### src/rtl/sysctl_consts.svh
`ifndef SYSCTL_CONSTS_SVH
`define SYSCTL_CONSTS_SVH

`define SYSCTL_I2C_ADDR         7'h3C
`define SYSCTL_NUM_REGS         16      // Pointer wraps here
`define SYSCTL_FIRST_RO         12

`define SYSCTL_REG_CPU_PLL_MUL  4'd0
`define SYSCTL_DEF_CPU_PLL_MUL  8'd46
`define SYSCTL_REG_CPU_PLL_DIV  4'd1
`define SYSCTL_DEF_CPU_PLL_DIV  8'h22   // OD 1, N 2
`define SYSCTL_REG_SOC_PLL_MUL  4'd2
`define SYSCTL_DEF_SOC_PLL_MUL  8'd30
`define SYSCTL_REG_SOC_PLL_DIV  4'd3
`define SYSCTL_DEF_SOC_PLL_DIV  8'h21   // OD 1, N 1
`define SYSCTL_REG_PLL_CTRL     4'd4
`define SYSCTL_DEF_PLL_CTRL     8'h00
`define SYSCTL_REG_SPI_DIV      4'd5
`define SYSCTL_DEF_SPI_DIV      8'h04
`define SYSCTL_REG_DBG_CTRL     4'd6
`define SYSCTL_DEF_DBG_CTRL     8'h05
`define SYSCTL_REG_OUTPUT_MUX   4'd7
`define SYSCTL_DEF_OUTPUT_MUX   8'h03
`define SYSCTL_REG_CTRL_WORD    4'd8    // Bytes 8 to 11, LSB first
`define SYSCTL_DEF_CTRL_WORD    32'h0000_0000
`define SYSCTL_REG_STATUS       4'd12   // Bytes 12 to 15, LSB first

`define SYSCTL_MUX_VGA_BIT      0
`define SYSCTL_MUX_I2S_BIT      1

`endif

### src/rtl/sysctl_pkg.sv
package sysctl_pkg;

    // Writable part of the register map
    typedef struct packed {
        logic [7:0]  cpu_pll_mul;
        logic [7:0]  cpu_pll_div;
        logic [7:0]  soc_pll_mul;
        logic [7:0]  soc_pll_div;
        logic [7:0]  pll_ctrl;
        logic [7:0]  spi_div;
        logic [7:0]  dbg_ctrl;
        logic [7:0]  output_mux;
        logic [31:0] ctrl_word;
    } cfg_t;

    typedef struct packed {
        logic scl;
        logic sda;
    } i2c_lines_t;

    // t set means the pad is an input
    typedef struct packed {
        logic [7:0] o;
        logic [7:0] t;
    } pad_drive_t;

    typedef struct packed {
        logic tx;
        logic tx_t;
        logic tx_en;
        logic tx_en_t;
    } cdbus_drive_t;

    typedef struct packed {
        logic lrclk;
        logic sclk;
        logic sdata;
    } i2s_out_t;

endpackage

### src/rtl/sysctl_sync.sv
module sysctl_sync #(
    parameter type T = logic
) (
    input  logic clk_25m_i,
    input  logic rst_i,
    input  T     d_i,
    output T     q_o
);

    T meta_q;

    always_ff @(posedge clk_25m_i) begin
        if (rst_i) begin
            meta_q <= T'(0);
            q_o    <= T'(0);
        end else begin
            meta_q <= d_i;
            q_o    <= meta_q;
        end
    end

endmodule

### src/rtl/i2c_bus_frontend.sv
module i2c_bus_frontend (
    input  logic                   clk_25m_i,
    input  logic                   rst_i,
    input  sysctl_pkg::i2c_lines_t lines_i,
    output logic                   start_o,
    output logic                   stop_o,
    output logic                   scl_rise_o,
    output logic                   scl_fall_o,
    output logic                   sda_bit_o
);

    sysctl_pkg::i2c_lines_t cur;
    sysctl_pkg::i2c_lines_t prev_q;

    sysctl_sync #(
        .T(sysctl_pkg::i2c_lines_t)
    ) u_line_sync (
        .clk_25m_i(clk_25m_i),
        .rst_i    (rst_i),
        .d_i      (lines_i),
        .q_o      (cur)
    );

    // Idle bus is both lines high
    always_ff @(posedge clk_25m_i) begin
        if (rst_i) begin
            prev_q.scl <= 1'b1;
            prev_q.sda <= 1'b1;
        end else begin
            prev_q <= cur;
        end
    end

    // SDA edges only count with SCL held high across both samples
    assign start_o    = prev_q.scl && cur.scl && prev_q.sda && !cur.sda;
    assign stop_o     = prev_q.scl && cur.scl && !prev_q.sda && cur.sda;
    assign scl_rise_o = !prev_q.scl && cur.scl;
    assign scl_fall_o = prev_q.scl && !cur.scl;
    assign sda_bit_o  = cur.sda;

endmodule

### src/rtl/i2c_reg_slave.sv
`include "sysctl_consts.svh"

module i2c_reg_slave (
    input  logic       clk_25m_i,
    input  logic       rst_i,
    input  logic       start_i,
    input  logic       stop_i,
    input  logic       scl_rise_i,
    input  logic       scl_fall_i,
    input  logic       sda_bit_i,
    input  logic [7:0] rd_data_i,
    output logic       wr_en_o,
    output logic [3:0] idx_o,
    output logic [7:0] wr_data_o,
    output logic       sda_o
);

    typedef enum logic [2:0] {
        S_IDLE,
        S_ADDR,
        S_PTR,
        S_WRITE,
        S_READ,
        S_ACK
    } state_e;

    state_e     state_q;
    state_e     ack_nxt_q;      // Where a write-side ACK leads
    logic [3:0] bit_cnt_q;
    logic [7:0] shift_q;
    logic [3:0] ptr_q;
    logic       rd_q;
    logic       byte_done;
    logic [3:0] ptr_inc;

    assign byte_done = scl_fall_i && (bit_cnt_q == 4'd8);
    assign ptr_inc   = (ptr_q == 4'(`SYSCTL_NUM_REGS - 1)) ? 4'd0 : ptr_q + 4'd1;

    assign wr_en_o   = (state_q == S_WRITE) && byte_done;
    assign idx_o     = ptr_q;
    assign wr_data_o = shift_q;

    always_ff @(posedge clk_25m_i) begin
        if (rst_i) begin
            state_q   <= S_IDLE;
            ack_nxt_q <= S_IDLE;
            bit_cnt_q <= '0;
            shift_q   <= '0;
            ptr_q     <= '0;
            rd_q      <= 1'b0;
            sda_o     <= 1'b1;
        end else if (start_i) begin
            state_q   <= S_ADDR;    // Also a repeated start
            bit_cnt_q <= '0;
            sda_o     <= 1'b1;
        end else if (stop_i) begin
            state_q <= S_IDLE;
            sda_o   <= 1'b1;
        end else begin
            // Master to slave bits, MSB first
            if (state_q inside {S_ADDR, S_PTR, S_WRITE} && scl_rise_i &&
                bit_cnt_q != 4'd8) begin
                shift_q   <= {shift_q[6:0], sda_bit_i};
                bit_cnt_q <= bit_cnt_q + 4'd1;
            end

            case (state_q)
                S_ADDR: begin
                    if (byte_done) begin
                        if (shift_q[7:1] == `SYSCTL_I2C_ADDR) begin
                            rd_q      <= shift_q[0];
                            ack_nxt_q <= S_PTR;
                            sda_o     <= 1'b0;
                            state_q   <= S_ACK;
                        end else begin
                            state_q <= S_IDLE;  // Not ours
                        end
                    end
                end
                S_PTR: begin
                    if (byte_done) begin
                        ptr_q     <= shift_q[3:0];
                        ack_nxt_q <= S_WRITE;
                        sda_o     <= 1'b0;
                        state_q   <= S_ACK;
                    end
                end
                S_WRITE: begin
                    if (byte_done) begin
                        ptr_q   <= ptr_inc;     // Bank takes the byte this cycle
                        sda_o   <= 1'b0;
                        state_q <= S_ACK;
                    end
                end
                S_ACK: begin
                    // On a read the line is either our own ACK or the master's
                    if (scl_rise_i && rd_q && sda_bit_i) begin
                        state_q <= S_IDLE;      // NACK ends the read
                    end else if (scl_fall_i) begin
                        bit_cnt_q <= '0;
                        if (rd_q) begin
                            sda_o   <= rd_data_i[7];
                            shift_q <= {rd_data_i[6:0], 1'b0};
                            ptr_q   <= ptr_inc;
                            state_q <= S_READ;
                        end else begin
                            sda_o   <= 1'b1;
                            state_q <= ack_nxt_q;
                        end
                    end
                end
                S_READ: begin
                    if (scl_fall_i) begin
                        if (bit_cnt_q == 4'd7) begin
                            sda_o   <= 1'b1;    // Let the master answer
                            state_q <= S_ACK;
                        end else begin
                            sda_o     <= shift_q[7];
                            shift_q   <= {shift_q[6:0], 1'b0};
                            bit_cnt_q <= bit_cnt_q + 4'd1;
                        end
                    end
                end
                default: ;
            endcase
        end
    end

endmodule

### src/rtl/ctrl_reg_bank.sv
`include "sysctl_consts.svh"

module ctrl_reg_bank (
    input  logic              clk_25m_i,
    input  logic              rst_i,
    input  logic              wr_en_i,
    input  logic [3:0]        idx_i,
    input  logic [7:0]        wr_data_i,
    input  logic [31:0]       status_i,
    output logic [7:0]        rd_data_o,
    output sysctl_pkg::cfg_t  cfg_o
);

    localparam logic [31:0] CTRL_WORD_DEF = `SYSCTL_DEF_CTRL_WORD;

    logic [7:0] regs_q [`SYSCTL_FIRST_RO];
    logic       is_rw;

    assign is_rw = idx_i < `SYSCTL_FIRST_RO;

    always_ff @(posedge clk_25m_i) begin
        if (rst_i) begin
            regs_q[`SYSCTL_REG_CPU_PLL_MUL] <= `SYSCTL_DEF_CPU_PLL_MUL;
            regs_q[`SYSCTL_REG_CPU_PLL_DIV] <= `SYSCTL_DEF_CPU_PLL_DIV;
            regs_q[`SYSCTL_REG_SOC_PLL_MUL] <= `SYSCTL_DEF_SOC_PLL_MUL;
            regs_q[`SYSCTL_REG_SOC_PLL_DIV] <= `SYSCTL_DEF_SOC_PLL_DIV;
            regs_q[`SYSCTL_REG_PLL_CTRL]    <= `SYSCTL_DEF_PLL_CTRL;
            regs_q[`SYSCTL_REG_SPI_DIV]     <= `SYSCTL_DEF_SPI_DIV;
            regs_q[`SYSCTL_REG_DBG_CTRL]    <= `SYSCTL_DEF_DBG_CTRL;
            regs_q[`SYSCTL_REG_OUTPUT_MUX]  <= `SYSCTL_DEF_OUTPUT_MUX;
            for (int i = 0; i < 4; i++) begin
                regs_q[`SYSCTL_REG_CTRL_WORD + i] <= CTRL_WORD_DEF[8*i +: 8];
            end
        end else if (wr_en_i && is_rw) begin
            regs_q[idx_i] <= wr_data_i;     // Status range drops writes
        end
    end

    // Indices 12 to 15 map to status bytes 0 to 3
    assign rd_data_o = is_rw ? regs_q[idx_i] : status_i[8*idx_i[1:0] +: 8];

    assign cfg_o.cpu_pll_mul = regs_q[`SYSCTL_REG_CPU_PLL_MUL];
    assign cfg_o.cpu_pll_div = regs_q[`SYSCTL_REG_CPU_PLL_DIV];
    assign cfg_o.soc_pll_mul = regs_q[`SYSCTL_REG_SOC_PLL_MUL];
    assign cfg_o.soc_pll_div = regs_q[`SYSCTL_REG_SOC_PLL_DIV];
    assign cfg_o.pll_ctrl    = regs_q[`SYSCTL_REG_PLL_CTRL];
    assign cfg_o.spi_div     = regs_q[`SYSCTL_REG_SPI_DIV];
    assign cfg_o.dbg_ctrl    = regs_q[`SYSCTL_REG_DBG_CTRL];
    assign cfg_o.output_mux  = regs_q[`SYSCTL_REG_OUTPUT_MUX];
    assign cfg_o.ctrl_word   = {regs_q[`SYSCTL_REG_CTRL_WORD + 3],
                                regs_q[`SYSCTL_REG_CTRL_WORD + 2],
                                regs_q[`SYSCTL_REG_CTRL_WORD + 1],
                                regs_q[`SYSCTL_REG_CTRL_WORD]};

endmodule

### src/rtl/pad_mux.sv
`include "sysctl_consts.svh"

module pad_mux (
    input  logic [7:0]               output_mux_i,
    input  logic [7:0]               vga_rgb_i,
    input  sysctl_pkg::pad_drive_t   gpio_i,
    input  sysctl_pkg::i2s_out_t     i2s_i,
    input  sysctl_pkg::cdbus_drive_t cdbus_i,
    output sysctl_pkg::pad_drive_t   pad_o,
    output logic [2:0]               audio_o,
    output logic [2:0]               audio_t_o
);

    logic vga_sel;
    logic i2s_sel;

    assign vga_sel = output_mux_i[`SYSCTL_MUX_VGA_BIT];
    assign i2s_sel = output_mux_i[`SYSCTL_MUX_I2S_BIT];

    always_comb begin
        if (vga_sel) begin
            pad_o.o = vga_rgb_i;
            pad_o.t = '0;               // VGA only drives
        end else begin
            pad_o = gpio_i;
        end
    end

    // Pin 0 lrclk or tx, pin 1 sclk or tx_en, pin 2 sdata or rx
    always_comb begin
        audio_o[2] = i2s_i.sdata;
        if (i2s_sel) begin
            audio_o[1:0] = {i2s_i.sclk, i2s_i.lrclk};
            audio_t_o    = 3'b000;
        end else begin
            audio_o[1:0] = {cdbus_i.tx_en, cdbus_i.tx};
            audio_t_o    = {1'b1, cdbus_i.tx_en_t, cdbus_i.tx_t};  // Data pin receives
        end
    end

endmodule

### src/rtl/sysctl_top.sv
module sysctl_top (
    input  logic                     clk_25m_i,
    input  logic                     rst_i,
    input  logic                     scl_i,
    input  logic                     sda_i,
    output logic                     sda_o,
    input  logic [31:0]              status_i,
    input  logic [7:0]               vga_rgb_i,
    input  sysctl_pkg::pad_drive_t   gpio_i,
    input  sysctl_pkg::i2s_out_t     i2s_i,
    input  sysctl_pkg::cdbus_drive_t cdbus_i,
    output sysctl_pkg::cfg_t         cfg_o,
    output sysctl_pkg::pad_drive_t   pad_o,
    output logic [2:0]               audio_o,
    output logic [2:0]               audio_t_o
);

    sysctl_pkg::i2c_lines_t lines;
    logic                   start;
    logic                   stop;
    logic                   scl_rise;
    logic                   scl_fall;
    logic                   sda_bit;
    logic [31:0]            status_sync;
    logic                   wr_en;
    logic [3:0]             idx;
    logic [7:0]             wr_data;
    logic [7:0]             rd_data;

    assign lines.scl = scl_i;
    assign lines.sda = sda_i;

    i2c_bus_frontend u_frontend (
        .clk_25m_i (clk_25m_i),
        .rst_i     (rst_i),
        .lines_i   (lines),
        .start_o   (start),
        .stop_o    (stop),
        .scl_rise_o(scl_rise),
        .scl_fall_o(scl_fall),
        .sda_bit_o (sda_bit)
    );

    // Status comes from the SoC clock domain
    sysctl_sync #(
        .T(logic [31:0])
    ) u_status_sync (
        .clk_25m_i(clk_25m_i),
        .rst_i    (rst_i),
        .d_i      (status_i),
        .q_o      (status_sync)
    );

    i2c_reg_slave u_slave (
        .clk_25m_i (clk_25m_i),
        .rst_i     (rst_i),
        .start_i   (start),
        .stop_i    (stop),
        .scl_rise_i(scl_rise),
        .scl_fall_i(scl_fall),
        .sda_bit_i (sda_bit),
        .rd_data_i (rd_data),
        .wr_en_o   (wr_en),
        .idx_o     (idx),
        .wr_data_o (wr_data),
        .sda_o     (sda_o)
    );

    ctrl_reg_bank u_bank (
        .clk_25m_i(clk_25m_i),
        .rst_i    (rst_i),
        .wr_en_i  (wr_en),
        .idx_i    (idx),
        .wr_data_i(wr_data),
        .status_i (status_sync),
        .rd_data_o(rd_data),
        .cfg_o    (cfg_o)
    );

    pad_mux u_pad_mux (
        .output_mux_i(cfg_o.output_mux),
        .vga_rgb_i   (vga_rgb_i),
        .gpio_i      (gpio_i),
        .i2s_i       (i2s_i),
        .cdbus_i     (cdbus_i),
        .pad_o       (pad_o),
        .audio_o     (audio_o),
        .audio_t_o   (audio_t_o)
    );

endmodule

### config.mk
export PLATFORM = sky130hd
export DESIGN_NAME = sysctl_top
export DESIGN_NICKNAME = d
export VERILOG_FILES = /design/src/rtl/sysctl_pkg.sv /design/src/rtl/sysctl_sync.sv /design/src/rtl/i2c_bus_frontend.sv /design/src/rtl/i2c_reg_slave.sv /design/src/rtl/ctrl_reg_bank.sv /design/src/rtl/pad_mux.sv /design/src/rtl/sysctl_top.sv
export VERILOG_INCLUDE_DIRS = /design/src /design/src/rtl
export SDC_FILE = /design/constraint.sdc
export NUM_CORES = 1
export LEC_CHECK = 0
export BUFFER_PORTS_ARGS = -buffer_cell sky130_fd_sc_hd__buf_2
export CAP_MARGIN = 20
export CORE_ASPECT_RATIO = 1.2
export CORE_MARGIN = 2
export CORE_UTILIZATION = 50
export CTS_CLUSTER_DIAMETER = 60
export DETAILED_ROUTE_END_ITERATION = 8
export PLACE_DENSITY = 0.76
export SLEW_MARGIN = 20
export SYNTH_ARGS = -nofsm -noshare
export SYNTH_HDL_FRONTEND = slang
export SYNTH_SLANG_ARGS = --single-unit
### constraint.sdc
create_clock -name clk_25m_i -period 2.25 [get_ports clk_25m_i]
set_clock_uncertainty 0.1 [all_clocks]
set_input_delay 0.225 -clock clk_25m_i [delete_from_list [all_inputs] [get_ports clk_25m_i]]
set_output_delay 0.225 -clock clk_25m_i [all_outputs]
set_load 0.05 [all_outputs]
== After elaboration in Yosys (flattened, before gate mapping) ==
Memory sizes are Yosys's and may differ from the RTL's. A register that Yosys moved wholly into a read port is not among the register bits.
Cells that the tools add are included.
Storage, ports and cells
  register bits: 94
  RAM bits: 96
  input port bits: 67
  output and inout port bits: 119
  logic and storage cells: 141
  memories kept: 1
Cells by class
  add/subtract/negate cells: 2
  order comparisons: 1
  eq/ne operators: 26
  shifts and indexed selects: 1
  muxes and demuxes: 58
  bitwise gates (word level): 2
  reductions and logical operators: 34
Memories
  u_bank.regs_q: depth 12, bits a word 8, rd ports 13, clocked after memory_dff 1, wr ports 12, line ctrl_reg_bank.sv:16  | logic [7:0] regs_q [`SYSCTL_FIRST_RO];
Operator list (number)
  2-to-1 mux 8 bit: 8
  2-to-1 mux 4 bit: 14
  2-to-1 mux 3 bit: 12
  variable part select 32 x 6 -> 8 bit: 1
  AND reduction 6 bit: 3
  2-to-1 mux 1 bit: 16
  2-to-1 mux 16 bit: 1
  != test 2 x 1 -> 1 bit, second input constant: 8
  case mux 8 bit (2 select lines): 1
  logical AND 1 bit: 14
  != test 4 x 3 -> 1 bit, second input constant: 3
  case mux 3 bit (4 select lines): 1
  case mux 4 bit (3 select lines): 1
  adder 4 x 1 -> 4 bit, second input constant: 2
  equality test 4 bit, second input constant: 2
  case mux 4 bit (2 select lines): 1
  AND reduction 8 bit: 1
  OR reduction 8 bit: 1
  equality test 7 x 6 -> 1 bit, second input constant: 1
  AND reduction 7 bit: 1
  equality test 3 x 2 -> 1 bit, second input constant: 2
  equality test 3 bit, second input constant: 2
  case mux 3 bit (2 select lines): 1
  nonzero test 3 bit: 2
  other kinds (19): 25

== Longest topological paths before layout ==
Gate-level depths: netlist (run 1).
  depth in word-level cells: 10
  depth in mapped cells: 8
  gate-level depth less buffers: 7

== Modules after synthesis ==
Synthesis (run 1) repeated with hierarchy kept, for this count alone.
Unflattened totals
  cell total of the unflattened synthesis: 681
  area total of the unflattened synthesis: 8792.2 µm²
By module, submodules not included
  ctrl_reg_bank: times used 1, cells each 318, area an instance 4847.1 µm², seq. area each 2882.8 µm²
  sysctl_sync (u_status_sync): times used 1, cells each 135, area an instance 1918.1 µm², seq. area each 1281.2 µm²
  i2c_reg_slave: times used 1, cells each 188, area an instance 1596.5 µm², seq. area each 460.4 µm²
  pad_mux: times used 1, cells each 24, area an instance 240.2 µm², seq. area each 0.0 µm²
  sysctl_sync (u_frontend.u_line_sync): times used 1, cells each 8, area an instance 105.1 µm², seq. area each 80.1 µm²
  i2c_bus_frontend: times used 1, cells each 8, area an instance 85.1 µm², seq. area each 40.0 µm²

== Least setup slack after synthesis (run 1) ==
Ideal clock, no wire load.
  kind: register -> register
  start point: register u_slave.bit_cnt_q[0]
  end point: memory u_bank.regs_q[10][0], enable pin
  library setup time: 0.309 ns
  arrival time: 1.802 ns
  required time: 1.841 ns
  slack: 0.039 ns
  stages on the path, launching flop included: 8
  path buffers: 0
  clock period less this slack: 2.211 ns
  cell sequence: dfxtp_1 > inv_1 > ha_1 > nand3b_4 > nor3_4 > nand4_1 > nor2_1 > or2_2
RTL lines
  start, declared: line i2c_reg_slave.sv:29  | logic [3:0] bit_cnt_q;
  start signal, assigned: line i2c_reg_slave.sv:64  | bit_cnt_q <= bit_cnt_q + 4'd1;
  start signal, assigned: line i2c_reg_slave.sv:120  | bit_cnt_q <= bit_cnt_q + 4'd1;
  end, declared: line ctrl_reg_bank.sv:16

==> insert_results.sql, run 1 <==
INSERT INTO impl_metrics (metric_group, metric, value, unit) VALUES
('synthesis', 'synth.cells.most_frequent', 'edfxtp_1, dfxtp_1, nor2b_1', ''),
('die', 'die-height', '157', 'µm'),
('synthesis', 'yosys.area.top_type', 'edfxtp_1', ''),
('synthesis', 'synth.avg_cell_area', '12.5', 'µm²'),
('placed_design', 'place.gp.congestion', '0.906', ''),
('worst_setup_path', 'setup.worst_path.class', 'flip-flop to flip-flop', ''),
('die', 'design.die.area', '0.0205', 'mm²'),
('worst_setup_path', 'critical_path.top_delay_family', 'flip-flops', ''),
('timing', 'slew_headroom', '57.3', '%'),
('global_route', 'initial_antenna_violation_count', '0', ''),
('routing', 'final_antenna_net_count', '0', ''),
('hold_path', 'hold_path_depth', '1', ''),
('timing', 'final-setup-viol-count', '0', ''),
('synthesis', 'ys_ff_latch', '225', ''),
('synthesis', 'yosysTopAreaCellShare', '39.6', '%'),
('final_layout', 'final.fill_count', '1401', ''),
('final_layout', 'ratio_of_cells_with_drive_above_1_in_the_final_layout', '32.6', '%'),
('clock_network', 'numClockSinks', '225', ''),
('clock_network', 'cts-buffers-inserted', '22', ''),
('clock_network', 'h-tree-depth', '1', ''),
('synthesis', 'seq_area_frac_synth', '59.6', '%'),
('worst_setup_path', 'crit_path_dat', '2.42', 'ns'),
('worst_setup_path', 'worst-path-buf-inv', '1', ''),
('worst_setup_path', 'critPathLaunchType', 'flip-flop', ''),
('worst_setup_path', 'worst-endpoint-required', '2.54', 'ns'),
('timing', 'f_max', '469', 'MHz'),
('synthesis', 'synth.top_cells.by_area', 'edfxtp_1, dfxtp_1, nor2b_1', ''),
('timing', 'final.min_clock_period', '2.13', 'ns'),
('die', 'floorplan.initialDensity', '51.3', '%'),
('routing', 'drt_first_iter_violations', '573', ''),
('timing', 'hold_viol', '0', ''),
('clock_network', 'tritoncts', 'built', ''),
('worst_setup_path', 'reg2reg_setup_slack', '0.12', 'ns'),
('hold_path', 'holdCritPathClass', 'flip-flop to flip-flop', ''),
('synthesis', 'synth_ff_type', 'edfxtp_1', ''),
('run', 'max_cap_viol_count', '0', ''),
('power_and_ir_drop', 'p_per_area', '692', 'mW/mm²'),
('synthesis', 'synthDistinctLibCells', '64', ''),
('worst_setup_path', 'cp_num_cells', '5', ''),
('timing', 'slew_violations', '0', ''),
('synthesis', 'yosys_warnings', '0', ''),
('power_and_ir_drop', 'post-layout-total-power', '8.61', 'mW'),
('global_route', 'grt_use_met3', '4.18', '%'),
('clock_network', 'cts_root_buffer', 'clkbuf_16', ''),
('timing', 'worstMarginPinSlew', '0.640', 'ns'),
('worst_setup_path', 'crit_path_max_incr_delay', '0.69', 'ns'),
('worst_setup_path', 'timing.critical_path.to_type', 'flip-flop', ''),
('routing', 'num_vias', '7154', ''),
('synthesis', 'postSynthCellCount', '777', ''),
('power_and_ir_drop', 'static-leakage-power', '4.87', 'nW'),
('global_route', 'met1_usage', '28.2', '%'),
('synthesis', 'asyncSetResetFlopFracSynth', '0', '%'),
('worst_setup_path', 'critical-path-slowest-cell', 'dfxtp_1', ''),
('global_route', 'groute.layer.met2.usage', '44.4', '%'),
('timing', 'hold_slack', '0.334', 'ns'),
('hold_path', 'hold_path_startpoint', 'u_status_sync.meta_q[19]$_SDFF_PP0_', ''),
('final_layout', 'diodes', '0', ''),
('routing', 'via_per_inst', '5.34', ''),
('worst_setup_path', 'crit-reg2reg-capture', 'u_slave.wr_data_o[5]$_SDFFE_PP0P_', ''),
('worst_setup_path', 'cp_max_fo', '13', ''),
('synthesis', 'synth_edf_count', '128', ''),
('die', 'boundaryPins', '186', ''),
('final_layout', 'area_growth_syn_to_layout', '28.3', '%'),
('clock_network', 'clk_pin_slew', '0.06', 'ns'),
('die', 'core_region_area', '0.0189', 'mm²'),
('placed_design', 'hpwl', '17600', 'µm'),
('synthesis', 'synth.most_common_cell', 'edfxtp_1', ''),
('routing', 'detailedRoute.firstPassIterationCount', '5', ''),
('die', 'die_width', '131', 'µm'),
('status', 'outcome', 'complete, no violations', ''),
('global_route', 'grt_start_max_net_pins', '72', '');
-- layout by cell type, fill, tap and decap left out, drive strengths merged, types with 17 or more instances in the layout --
cell / synthesis / routed
o21ai: 20 / 20
conb: 1 / 32
mux4: 17 / 17
nand2: 20 / 20
nor2: 35 / 35
edfxtp: 128 / 128
mux2i: 46 / 46
o22ai: 17 / 17
or3: 18 / 18
and2: 82 / 82
clkbuf: 32 / 31
dfxtp: 97 / 97
nor2b: 86 / 86
or2: 18 / 18
dlygate4sd3: 0 / 35
buf: 14 / 247
-- sequential cells by signal, indices dropped and copies added (netlist names), 3 cells and up, named ones only --
signal                cells
u_status_sync.meta_q     32
u_slave.wr_data_o         8
u_bank.regs_q           128
u_slave.state_q           3
u_status_sync.q_o        32
u_slave.idx_o             4
u_slave.bit_cnt_q         4
-- power breakdown --
group | total, mW | switching (mW) | internal [mW]
clock | 3.51 | 1.53 | 1.98
combinational | 0.586 | 0.377 | 0.209
sequential | 4.52 | 0.0589 | 4.46
-- repair_timing --
action / CTS / global route
gates resized for setup: 3 / 8
setup buffers: 0 / 2
pin swaps: 0 / 0
cloned: 0 / 0
endpoints found under the setup margin: 3 / 53
endpoints found under the hold margin: 37 / 0
hold buffers: 35 / 0
-- area by class of cell --
type / instances / area [µm²] / share of cell area [%]
sequential: 225 / 5790 / 46.5
multi-input combinational: 525 / 3810 / 30.6
inverter: 12 / 45.0 / 0.362
tap: 256 / 320 / 2.57
clock inverter: 9 / 61.3 / 0.493
clock buffer: 31 / 636 / 5.11
timing repair buffer: 282 / 1790 / 14.4
-- metrics by stage --
stage	instances	area [µm²]	TNS, ns	setup slack, ns	utilization (%)
after floorplan	808	9820	0	0.0386	-
after global placement	1263	11300	-0.0174	-0.0174	59.9
after detailed placement	1263	11300	-0.146	-0.0667	59.9
after CTS	1338	12400	0	0.0278	65.5
after global routing	1340	12400	-0.0000910	-0.0000910	65.8
final	1340	12400	0	0.117	65.8
-- metal layers --
| metal | wire, µm | part of all wire [%] |
|---|---|---|
| met5 | 0 | 0 |
| met4 | 951 | 3.8 |
| met3 | 1930 | 7.7 |
| met2 | 12800 | 51 |
| met1 | 9330 | 37 |
-- worst max-delay path by stage --
stage,from,end,slack [ns]
2_1_floorplan,u_slave.bit_cnt_q[0]$_SDFFE_PP0N_,u_bank.regs_q[10][0]$_SDFFCE_PN0P_,0.04
3_3_place_gp,flip-flop,u_slave.wr_data_o[4]$_SDFFE_PP0P_,-0.02
3_5_place_dp,flip-flop,u_slave.wr_data_o[3]$_SDFFE_PP0P_,-0.07
4_1_cts,u_bank.regs_q[7][0]$_SDFFCE_PN1P_,pad_o[9],0.03
5_1_grt,flip-flop,u_slave.wr_data_o[5]$_SDFFE_PP0P_,-0.00009
6_report,flip-flop,u_slave.wr_data_o[5]$_SDFFE_PP0P_,0.12
-- logic make-up (layout without fill, tap and decap cells) --
group           count (synthesis)  in the layout  synth area share, %
buf+inv                        58            334                 2.75
other cells                     1             32               0.0386
fa+ha+maj                       6              6                0.774
simple gates                  310            310                 19.5
flops                         225            225                 59.6
xor+xnor                        3              3                0.271
compound gates                 97             97                 6.71
mux                            77             77                 10.3
Note: power is estimated with default switching activity, not from simulation.
==> run 2, diff against run 1 <==
- SETUP_SLACK_MARGIN: unset -> 0.2
==> insert_results.sql, run 2 (synthesis gave the netlist of run 1 again) <==
INSERT INTO impl_metrics (metric_group, metric, value, unit) VALUES
('run', 'max_cap_viol_count', '0', ''),
('final_layout', 'layout.nets', '1146', ''),
('worst_setup_path', 'critPathLaunchType', 'flip-flop', ''),
('clock_network', 'clk_pin_slew', '0.06', 'ns'),
('routing', 'detailedRoute.firstPassIterationCount', '5', ''),
('routing', 'post_route_drc', '0', ''),
('final_layout', 'number_of_flip_flops_under_the_largest_register_name', '128', ''),
('die', 'die-height', '157', 'µm'),
('hold_path', 'holdCritPathClass', 'flip-flop to flip-flop', ''),
('clock_network', 'worstSkewPairLatency', '0.51', 'ns'),
('final_layout', 'final_common_cell', 'buf_2', ''),
('status', 'outcome', 'complete, no violations', ''),
('global_route', 'vias_in_the_first_global_route', '7219', ''),
('die', 'design.die.area', '0.0205', 'mm²'),
('worst_setup_path', 'crit_path_dat', '2.22', 'ns'),
('power_and_ir_drop', 'p_per_area', '689', 'mW/mm²'),
('timing', 'setup-tns-final', '0', 'ns'),
('routing', 'post_drt_wl_per_cell', '18.9', 'µm'),
('global_route', 'first_pass_grt_wire_length', '38800', 'µm'),
('routing', 'num_vias', '7196', ''),
('worst_setup_path', 'cp_max_fo', '8', ''),
('final_layout', 'reg.largest.list', 'u_bank.regs_q (128), u_status_sync.meta_q (32), u_status_sync.q_o (32)', ''),
('clock_network', 'clock_tree.buffer_depth', '3', ''),
('clock_network', 'numClockSinks', '225', ''),
('timing', 'worstMarginPinSlew', '0.640', 'ns'),
('final_layout', 'design_area', '0.0127', 'mm²'),
('power_and_ir_drop', 'ir_worst_vdd', '0.666', 'mV'),
('final_layout', 'registers.top_by_ff_count', 'u_bank.regs_q', ''),
('placed_design', 'hpwl', '17700', 'µm'),
('clock_network', 'tritoncts', 'built', ''),
('clock_network', 'cts_root_buffer', 'clkbuf_16', ''),
('placed_design', 'place.gp.congestion', '0.887', ''),
('global_route', 'track_usage', '24.2', '%'),
('timing', 'slew_headroom', '57.3', '%'),
('final_layout', 'final.fill_count', '1378', ''),
('routing', 'final_routed_wirelength_across_all_metal_layers', '25500', 'µm'),
('timing', 'slew_violations', '0', ''),
('routing', 'via_per_inst', '5.35', ''),
('global_route', 'initial_antenna_violation_count', '1', ''),
('worst_setup_path', 'worst-endpoint-required', '2.40', 'ns'),
('final_layout', 'highest_count_cells_in_the_layout_ignoring_fill_and_taps', 'buf_2, edfxtp_1, dfxtp_1', ''),
('worst_setup_path', 'setup.worst_path.class', 'flip-flop to flip-flop', ''),
('timing', 'hold_viol', '0', ''),
('die', 'core_region_area', '0.0189', 'mm²'),
('clock_network', 'cts-buffers-inserted', '22', ''),
('placed_design', 'post_dp_cell_area', '0.0113', 'mm²'),
('final_layout', 'area_growth_syn_to_layout', '30.5', '%'),
('timing', 'rsz_0062_raised_after_global_routing', 'true', ''),
('placed_design', 'numPortBuffers', '183', ''),
('final_layout', 'ratio_of_cells_with_drive_above_1_in_the_final_layout', '35.4', '%'),
('global_route', 'global_route.overflow_total', '0', ''),
('die', 'boundaryPins', '186', ''),
('die', 'floorplan_row_count', '55', ''),
('routing', 'drt_first_iter_violations', '515', ''),
('timing', 'final.min_clock_period', '2.07', 'ns'),
('die', 'die_width', '131', 'µm'),
('global_route', 'grt_start_max_net_pins', '71', ''),
('worst_setup_path', 'timing.critical_path.to_type', 'flip-flop', ''),
('clock_network', 'h-tree-depth', '1', ''),
('die', 'floorplan.initialDensity', '51.3', '%'),
('power_and_ir_drop', 'static-leakage-power', '4.92', 'nW'),
('timing', 'final-setup-viol-count', '0', ''),
('timing', 'f_max', '483', 'MHz'),
('timing', 'finalCritPeriodShare', '92.0', '%'),
('routing', 'final_antenna_net_count', '0', '');
-- run 2: cell types whose count changed in the layout (fill, tap and decap cells not counted), sizes merged --
cell      delta
buf          +5
diode        +1
clkinvlp     -1
clkbuf       -1
bufinv       +1
-- run 2: what timing repair did --
item / in CTS / in global routing
setup buffers: 10 / 3
hold endpoints to repair: 41 / 0
gates resized for setup: 9 / 34
pin swaps: 5 / 8
setup endpoints to repair: 23 / 148
hold buffers: 35 / 0
-- run 2: power breakdown --
part           switching, mW  internal (mW)  total, mW
Clock                   1.52           2.09       3.61
Sequential            0.0597           4.46       4.52
Combinational          0.377          0.213      0.590
-- run 2: cell type report --
| class | instances | area, µm² | share of cell area (%) |
|---|---|---|---|
| diodes | 1 | 2.50 | 0.0198 |
| clock buffers | 30 | 632 | 4.99 |
| clock inverters | 9 | 85.1 | 0.672 |
| inverters | 12 | 47.5 | 0.376 |
| multi-input cells | 525 | 3950 | 31.2 |
| flip-flops and latches | 225 | 5800 | 45.8 |
| well taps | 256 | 320 | 2.53 |
| repair buffers | 287 | 1820 | 14.4 |
-- run 2: stage by stage --
stage          std cells  hold slack [ns]  total power, mW  worst slack [ns]  util, %
3_3_place_gp        1257            0.320             5.13            0.0502     59.9
5_1_grt             1345            0.347             8.97             0.112     66.9
6_report            1345            0.327             8.72             0.181     66.9
4_1_cts             1341            0.337             8.75             0.195     66.1
2_1_floorplan        808            0.253             4.98             0.137        -
3_5_place_dp        1257            0.323             5.14           0.00252     59.9
-- run 2: worst max-delay path, stage by stage, from the launching register on --
cell and delay (ns):
dfxtp_4 0.35, inv_4 0.06, ha_4 0.14, nand3b_4 0.10
nor3_4 0.27, nand4b_4 0.27, buf_4 0.22, or3_1 0.31
-- run 2: worst paths after layout --
| check | from | endpoint | depth (start not counted) | slack (ns) |
|---|---|---|---|---|
| worst min-delay path | u_frontend.u_line_sync.meta_q[1]$_SDFF_PP0_ | u_frontend.u_line_sync.q_o[1]$_SDFF_PP0_ | 1 | 0.33 |
| worst min register to register | u_frontend.u_line_sync.meta_q[1]$_SDFF_PP0_ | u_frontend.u_line_sync.q_o[1]$_SDFF_PP0_ | 1 | 0.33 |
| worst max register to register | u_slave.bit_cnt_q[1]$_SDFFE_PP0N_ | u_bank.regs_q[7][0]$_SDFFCE_PN1P_ | 7 | 0.18 |
| worst max-delay path | u_slave.bit_cnt_q[1]$_SDFFE_PP0N_ | u_bank.regs_q[7][0]$_SDFFCE_PN1P_ | 7 | 0.18 |
-- run 2: per-layer routing --
metal,GRT usage [%],vias to the layer above,routed length [µm]
met5,0,-,0
met4,8.64,0,684
met3,3.95,40,1710
met2,45.6,300,13500
met1,28.0,3486,9530
li1,-,3370,-
